`src/include/core_params.svh`:
```
/*
	Global widths and instruction encodings for the execute slice
	Data and register widths, opcodes, R-type function codes
*/
`ifndef CORE_PARAMS_SVH
`define CORE_PARAMS_SVH

// Word and register file geometry
`define DATA_WIDTH     32
`define REG_COUNT      32
`define REG_ADDR_WIDTH 5

// Opcodes, instr[31:27]
`define OPC_RTYPE 5'd0
`define OPC_ADDI  5'd5

// R-type function codes, instr[6:2]
`define FN_ADD 5'd0
`define FN_SUB 5'd1
`define FN_AND 5'd2
`define FN_OR  5'd3
`define FN_SLL 5'd4
`define FN_SRA 5'd5

`endif

```
`src/verilog/core_pkg.sv`:
```
/*
	Shared types for the execute slice
	ALU operation enum, decoded operation record, write-back record
*/
`default_nettype none

`include "core_params.svh"

package core_pkg;

	typedef enum logic [2:0] {
		ALU_ADD,
		ALU_SUB,
		ALU_AND,
		ALU_OR,
		ALU_SLL,
		ALU_SRA
	} aluOp_e;

	// Held in the execute stage register
	typedef struct packed {
		aluOp_e                     aluOp;
		logic [`REG_ADDR_WIDTH-1:0] srcA;
		logic [`REG_ADDR_WIDTH-1:0] srcB;
		logic [`REG_ADDR_WIDTH-1:0] dest;
		logic [4:0]                 shamt;
		logic                       useImm;
		logic [`DATA_WIDTH-1:0]     imm;     // sign-extended 17-bit field
		logic                       writes;  // low for r0 or unknown codes
	} decodedOp_t;

	typedef struct packed {
		logic [`REG_ADDR_WIDTH-1:0] dest;
		logic [`DATA_WIDTH-1:0]     data;
		logic                       overflow;
	} wbRecord_t;

endpackage

`default_nettype wire

```
`src/verilog/regFile.sv`:
```
/*
	Register file, 32 x 32 bits
	Two combinational read ports, one clocked write port
	Register 0 is not stored and always reads zero
*/
`timescale 1ns/100ps
`default_nettype none

`include "core_params.svh"

module regFile (
	input  wire logic                       clock,
	input  wire logic                       arstN,
	input  wire logic                       writeEnable,
	input  wire logic [`REG_ADDR_WIDTH-1:0] writeAddr,
	input  wire logic [`REG_ADDR_WIDTH-1:0] readAddrA,
	input  wire logic [`REG_ADDR_WIDTH-1:0] readAddrB,
	input  wire logic [`DATA_WIDTH-1:0]     writeData,
	output logic      [`DATA_WIDTH-1:0]     readDataA,
	output logic      [`DATA_WIDTH-1:0]     readDataB
);

	// Storage for registers 1 to 31 only
	logic [`DATA_WIDTH-1:0] regs [1:`REG_COUNT-1];

	always_ff @(posedge clock or negedge arstN) begin
		if (!arstN) begin
			for (int i = 1; i < `REG_COUNT; i++) begin
				regs[i] <= '0;
			end
		end else if (writeEnable && (writeAddr != '0)) begin
			regs[writeAddr] <= writeData;
		end
	end

	// Read muxes, r0 forced to zero
	always_comb begin
		if (readAddrA == '0) begin
			readDataA = '0;
		end else begin
			readDataA = regs[readAddrA];
		end
	end

	always_comb begin
		if (readAddrB == '0) begin
			readDataB = '0;
		end else begin
			readDataB = regs[readAddrB];
		end
	end

endmodule

`default_nettype wire

```
`src/verilog/aluUnit.sv`:
```
/*
	Combinational integer ALU
	add, sub, and, or, sll, sra
	Signed overflow flag for add and sub
*/
`timescale 1ns/100ps
`default_nettype none

`include "core_params.svh"

module aluUnit (
	input  wire core_pkg::aluOp_e           aluOp,
	input  wire logic [`DATA_WIDTH-1:0]     opA,
	input  wire logic [`DATA_WIDTH-1:0]     opB,
	input  wire logic [4:0]                 shamt,
	output logic      [`DATA_WIDTH-1:0]     result,
	output logic                            overflow
);

	import core_pkg::*;

	logic signA;
	logic signB;
	logic signR;

	assign signA = opA[`DATA_WIDTH-1];
	assign signB = opB[`DATA_WIDTH-1];
	assign signR = result[`DATA_WIDTH-1];

	always_comb begin
		case (aluOp)
			ALU_ADD: result = opA + opB;
			ALU_SUB: result = opA - opB;
			ALU_AND: result = opA & opB;
			ALU_OR:  result = opA | opB;
			ALU_SLL: result = opA << shamt;
			// Arithmetic shift keeps the sign bit
			ALU_SRA: result = $signed(opA) >>> shamt;
			default: result = '0;
		endcase
	end

	always_comb begin
		case (aluOp)
			// Same-sign operands, result sign flipped
			ALU_ADD: overflow = (signA == signB) && (signR != signA);
			// Opposite-sign operands, result takes subtrahend sign
			ALU_SUB: overflow = (signA != signB) && (signR != signA);
			default: overflow = 1'b0;
		endcase
	end

endmodule

`default_nettype wire

```
`src/verilog/execControl.sv`:
```
/*
	Decoder and two-stage sequencer
	Stage one decodes into the operation register
	Stage two reads registers, runs the ALU and writes back
*/
`timescale 1ns/100ps
`default_nettype none

`include "core_params.svh"

module execControl (
	input  wire logic                       clock,
	input  wire logic                       arstN,
	input  wire logic                       instrValid,
	input  wire logic [`DATA_WIDTH-1:0]     instr,
	output logic      [`REG_ADDR_WIDTH-1:0] readAddrA,
	output logic      [`REG_ADDR_WIDTH-1:0] readAddrB,
	input  wire logic [`DATA_WIDTH-1:0]     readDataA,
	input  wire logic [`DATA_WIDTH-1:0]     readDataB,
	output logic                            writeEnable,
	output logic      [`REG_ADDR_WIDTH-1:0] writeAddr,
	output logic      [`DATA_WIDTH-1:0]     writeData,
	output core_pkg::aluOp_e                aluOp,
	output logic      [`DATA_WIDTH-1:0]     opA,
	output logic      [`DATA_WIDTH-1:0]     opB,
	output logic      [4:0]                 shamt,
	input  wire logic [`DATA_WIDTH-1:0]     result,
	input  wire logic                       overflow,
	output logic                            wbValid,
	output core_pkg::wbRecord_t             wbOut
);

	import core_pkg::*;

	decodedOp_t decoded;
	decodedOp_t stageOp;
	logic       stageValid;
	logic       known;
	logic [4:0] opcode;
	logic [4:0] funct;

	assign opcode = instr[31:27];
	assign funct  = instr[6:2];

	always_comb begin
		known          = 1'b1;
		decoded.aluOp  = ALU_ADD;
		decoded.dest   = instr[26:22];
		decoded.srcA   = instr[21:17];
		decoded.srcB   = instr[16:12];
		decoded.shamt  = instr[11:7];
		decoded.useImm = 1'b0;
		decoded.imm    = {{(`DATA_WIDTH-17){instr[16]}}, instr[16:0]};
		case (opcode)
			`OPC_RTYPE: begin
				case (funct)
					`FN_ADD: decoded.aluOp = ALU_ADD;
					`FN_SUB: decoded.aluOp = ALU_SUB;
					`FN_AND: decoded.aluOp = ALU_AND;
					`FN_OR:  decoded.aluOp = ALU_OR;
					`FN_SLL: decoded.aluOp = ALU_SLL;
					`FN_SRA: decoded.aluOp = ALU_SRA;
					default: known = 1'b0;
				endcase
			end
			`OPC_ADDI: decoded.useImm = 1'b1;
			default:   known = 1'b0;
		endcase
		decoded.writes = known && (decoded.dest != '0);
	end

	// Stage valid bits
	always_ff @(posedge clock or negedge arstN) begin
		if (!arstN) begin
			stageValid <= 1'b0;
			wbValid    <= 1'b0;
		end else begin
			stageValid <= instrValid;
			wbValid    <= stageValid;
		end
	end

	always_ff @(posedge clock) begin
		if (instrValid) begin
			stageOp <= decoded;
		end
	end

	// Execute stage wiring
	assign readAddrA   = stageOp.srcA;
	assign readAddrB   = stageOp.srcB;
	assign aluOp       = stageOp.aluOp;
	assign opA         = readDataA;
	assign opB         = stageOp.useImm ? stageOp.imm : readDataB;
	assign shamt       = stageOp.shamt;
	assign writeEnable = stageValid && stageOp.writes;
	assign writeAddr   = stageOp.dest;
	assign writeData   = result;

	// Non-writing ops report an all-zero record
	always_ff @(posedge clock) begin
		if (stageValid) begin
			wbOut.dest     <= stageOp.writes ? stageOp.dest : '0;
			wbOut.data     <= stageOp.writes ? result : '0;
			wbOut.overflow <= stageOp.writes && overflow;
		end
	end

endmodule

`default_nettype wire

```
`src/verilog/execCore.sv`:
```
/*
	Top level of the integer execute slice
	Control, register file and ALU
*/
`timescale 1ns/100ps
`default_nettype none

`include "core_params.svh"

module execCore (
	input  wire logic                   clock,
	input  wire logic                   arstN,
	input  wire logic                   instrValid,
	input  wire logic [`DATA_WIDTH-1:0] instr,
	output logic                        wbValid,
	output core_pkg::wbRecord_t         wbOut
);

	import core_pkg::*;

	// Register file ports
	logic [`REG_ADDR_WIDTH-1:0] readAddrA;
	logic [`REG_ADDR_WIDTH-1:0] readAddrB;
	logic [`DATA_WIDTH-1:0]     readDataA;
	logic [`DATA_WIDTH-1:0]     readDataB;
	logic                       writeEnable;
	logic [`REG_ADDR_WIDTH-1:0] writeAddr;
	logic [`DATA_WIDTH-1:0]     writeData;

	// ALU ports
	aluOp_e                 aluOp;
	logic [`DATA_WIDTH-1:0] opA;
	logic [`DATA_WIDTH-1:0] opB;
	logic [4:0]             shamt;
	logic [`DATA_WIDTH-1:0] result;
	logic                   overflow;

	execControl control (.*);

	regFile registers (.*);

	aluUnit alu (.*);

endmodule

`default_nettype wire

```
`config.mk`:
```
export PLATFORM = sky130hd
export DESIGN_NAME = execCore
export DESIGN_NICKNAME = d
export VERILOG_FILES = /design/src/verilog/core_pkg.sv /design/src/verilog/regFile.sv /design/src/verilog/aluUnit.sv /design/src/verilog/execControl.sv /design/src/verilog/execCore.sv
export VERILOG_INCLUDE_DIRS = /design/src /design/src/include
export SDC_FILE = /design/constraint.sdc
export NUM_CORES = 2
export LEC_CHECK = 0
export BUFFER_PORTS_ARGS = -buffer_cell sky130_fd_sc_hd__buf_2
export CAP_MARGIN = 20
export CORE_ASPECT_RATIO = 1.25
export CORE_UTILIZATION = 40
export DETAILED_ROUTE_END_ITERATION = 8
export PLACE_DENSITY = 0.61
export SLEW_MARGIN = 0
export SYNTH_ARGS = -nofsm -noshare
export SYNTH_HDL_FRONTEND = slang
export SYNTH_SLANG_ARGS = --single-unit
```
`constraint.sdc`:
```
create_clock -name clock -period 6.53 [get_ports clock]
set_clock_uncertainty 0.2 [all_clocks]
set_input_delay 1.306 -clock clock [delete_from_list [all_inputs] [get_ports clock]]
set_output_delay 1.306 -clock clock [all_outputs]
set_load 0.01 [all_outputs]
```
==> flow_metrics.py <==
metrics = {
    "detailed_routing": {
        "routed_wl_mm": 258.1,
        "drcViolationCount": 9,
        "drtIter0Drc": 7300,
        "ant_nets": 0,
        "vias_per_cell": 6.389,
        "avgRoutedWirePerCell_um": 30.77,
        "vias": 53610,
        "drt-pass1-iter-count": 9,
    },
    "clocking": {
        "cts.sinks": 1064,
        "cts_made_buffers": 113,
        "cts_tree": "built",
        "max-clock-path-buffers": 3,
        "clk_pin_slew_ns": 0.06,
        "htreeDepth": 3,
        "clk_latency_ns": 0.77,
        "cts_root_buf": "clkbuf_16",
        "postCtsHoldBufs": 0,
    },
    "global_route": {
        "antenna_found_initial": 8,
        "grt_pass1_wl_mm": 370.5,
        "grtUsageMet2": 0.4975,
        "grt_pass1_vias": 52170,
        "grt_use_total": 0.3215,
        "grt.overflow.total": 0,
        "grt_max_degree": 184,
        "top_usage_layer": "met2",
        "grt_use_met3": 0.05891,
        "gr-usage-met1": 0.4022,
    },
    "layout": {
        "finalNonFillerCells": 8390,
        "drive_gt1_frac": 0.2322,
        "nFillCells": 14210,
        "area_growth_pct": 14.96,
        "finalInstanceArea_mm2": 0.07177,
        "nNetsFinal": 6328,
    },
    "floorplanning": {
        "die_w_um": 355.3,
        "dieArea_mm2": 0.1577,
        "fp.dieH_um": 443.7,
        "core-area_mm2": 0.1545,
        "initial_core_util": 0.4040,
        "rows": 161,
        "ioPinCount": 74,
    },
    "setup_path": {
        "cp.buffers_inverters": 8,
        "crit_fanout": 16,
        "end_kind": "flip-flop",
        "start_kind": "flip-flop",
        "cp.required_ns": 6.87,
        "cp_data_arrival_time_ns": 6.79,
        "crit_family": "simple AND/OR/NAND/NOR gates",
        "max_stage_delay_ns": 0.51,
        "worstSetupPathType": "reg -> reg",
        "ff2ff_setup_slack_ns": 0.08,
        "critPathSlowestCell": "mux4_2",
    },
    "run_status": {
        "status": "finished with violations",
        "violations": "DRC",
    },
    "sta": {
        "period_needed_ns": 6.452,
        "fmax_mhz": 155.0,
        "relSlewSlack": 0.1926,
        "worst_pin_slew_ns": 1.208,
        "slew_violations": 0,
        "period_share": 0.9880,
        "rsz0062_at_grt": "yes",
        "final-setup-viol-count": 0,
        "hold_viol": 0,
    },
    "synthesis": {
        "synth_nets": 6189,
        "ys.flop_type": "dfrtp_1",
        "yosysSeqAreaShare": 0.4321,
        "yosysWarnings": 0,
        "synth_edf_count": 70,
        "synth-async-reset-ratio": 0.9342,
        "ys_ff_latch": 1064,
        "netlist_instances": 6117,
        "synth_area_per_cell_um2": 10.21,
        "synth_cell_types": 106,
        "syn_area_mm2": 0.06243,
    },
    "power_and_ir_drop": {
        "pwr_density_cell_mw_per_mm2": 348.3,
        "swShare": 0.3611,
        "combPwrFrac": 0.343,
        "power.switching_mw": 9.027,
        "ir_drop_uv": 221.7,
        "power.total_mw": 25.00,
        "power.share.clock": 0.271,
        "leakage_nw": 30.71,
        "p_int_mw": 15.97,
        "pwr-share-seq": 0.386,
    },
    "place": {
        "place_area_mm2": 0.06725,
        "place_inst": 8147,
        "dp_hpwl_mm": 174.5,
        "gp_congestion": 0.9883,
        "portBuffers": 73,
    },
    "job": {
        "cap_viol_max_count": 0,
    },
    "worst_hold_path": {
        "holdCritPathClass": "reg -> reg",
    },
}
synth_stat cells (10+ instances only):
cell | instances | area share
nand3_1 | 57 | 0.0046
and3_1 | 25 | 0.0025
nor3_1 | 60 | 0.0048
dlygate4sd1_1 | 10 | 0.0014
a211oi_1 | 31 | 0.0037
buf_2 | 107 | 0.0086
a22o_1 | 21 | 0.0029
o211ai_1 | 25 | 0.0030
nand2b_1 | 38 | 0.0038
o21ai_0 | 267 | 0.021
o21ai_1 | 32 | 0.0026
ha_1 | 36 | 0.0072
nand4_1 | 16 | 0.0016
buf_6 | 42 | 0.0076
inv_1 | 58 | 0.0035
a22oi_1 | 95 | 0.011
buf_4 | 30 | 0.0036
nor2_1 | 995 | 0.060
a21oi_2 | 33 | 0.0046
mux4_1 | 12 | 0.0051
edfxtp_1 | 70 | 0.034
clkbuf_1 | 315 | 0.019
nor4_1 | 15 | 0.0015
dlygate4sd3_1 | 40 | 0.0064
a21oi_1 | 855 | 0.069
a31oi_1 | 23 | 0.0023
xnor2_1 | 41 | 0.0058
mux2_2 | 150 | 0.027
xor2_1 | 14 | 0.0020
buf_1 | 28 | 0.0017
mux2i_1 | 293 | 0.047
a221oi_1 | 54 | 0.0076
a21o_1 | 18 | 0.0022
nor2b_1 | 74 | 0.0074
maj3_1 | 25 | 0.0040
o31ai_1 | 13 | 0.0016
a221o_1 | 15 | 0.0024
nand2_1 | 405 | 0.024
o22ai_1 | 62 | 0.0062
mux4_2 | 350 | 0.13
dfrtp_1 | 994 | 0.40
and2_1 | 20 | 0.0020
or2_2 | 17 | 0.0017
worst min-delay path, cell delays in order (launching register included):
cell and delay (ns):
dfrtp_1 0.35, nand2_1 0.05, o21ai_0 0.06
flip-flops by register name (all words and copies together) (netlist names):
| register | count |
|---|---|
| control.aluOp | 3 |
| control.readAddrA | 5 |
| control.readAddrB | 1 |
| control.stageOp | 18 |
| control.stageValid | 1 |
| control.wbOut | 38 |
| control.wbValid | 1 |
| control.writeAddr | 5 |
| registers.regs | 992 |
power groups by stage:
stage	sequential, mW	clock [mW]	combinational (mW)
detailed placement	9.68	0	8.17
global placement	9.61	0	8.03
CTS	9.58	6.82	8.23
floorplan	9.21	0	5.40
global route	9.80	7.07	9.13
finish	9.65	6.76	8.58
cells by family after synthesis:
family,after synthesis,synth area share
compound gates,1695,0.1631
xor+xnor,55,0.007716
fa+ha+maj,62,0.01154
buf+inv,650,0.05566
flops,1064,0.4321
mux,819,0.2082
simple gates,1772,0.1217
path summary, 6_finish.rpt:
kind,cells after the start,start,to
worst max register to register,26,control.stageOp[13],registers.regs[831]
worst min register to register,2,registers.regs[228],registers.regs[228]
worst min-delay path,2,registers.regs[228],registers.regs[228]
min in group asynchronous,1,arstN,registers.regs[330]
max in group asynchronous,2,arstN,registers.regs[472]
worst max-delay path,26,control.stageOp[13],registers.regs[831]
cell type report:
cell class	instances	area, um^2	share of cell area
multi-input combinational	4403	32610	0.4544
sequential	1064	26980	0.3759
timing repair buffer	609	5523	0.07696
clock buffer	152	3168	0.04414
tap	2037	2549	0.03551
clock inverter	59	690.7	0.009624
inverter	65	244.0	0.003400
antenna	1	2.502	0.00003487
cells in the final DEF, fill, tap and decap left out, types with 72 or more instances in the layout:
cell,n
dfrtp_1,993
nor2_1,961
a21oi_1,846
buf_4,444
nand2_1,405
mux4_2,350
mux2i_1,293
o21ai_0,258
mux2_2,150
clkbuf_16,122
a22oi_1,95
buf_12,79
buf_2,72
metrics by stage:
step	utilization	hold WS, ns	setup TNS [ns]	worst slack [ns]
6_report	0.4645	0.2999	0	0.07805
5_1_grt	0.4645	0.3186	-0.3134	-0.05638
4_1_cts	0.4605	0.3018	-0.2556	-0.05045
3_5_place_dp	0.4353	0.2848	-15.43	-0.2127
3_3_place_gp	0.4351	0.2753	-9.672	-0.1304
2_1_floorplan	-	0.2552	0	0.1451
per-layer routing:
metal / part of all wire / routed length (um) / up-vias
met5: 0.00022 / 56 / -
met4: 0.091 / 23560 / 10
met3: 0.093 / 24080 / 950
met2: 0.45 / 116200 / 3265
met1: 0.37 / 94290 / 26790
li1: - / - / 22590
timing repair:
action | in CTS | in global routing
cloned | 0 | 6
pin swaps | 1 | 21
gates resized for setup | 7 | 55
hold endpoints to repair | 0 | 0
setup endpoints to repair | 225 | 496
buffers inserted | 2 | 23
Power figures use the tool's default switching activity.
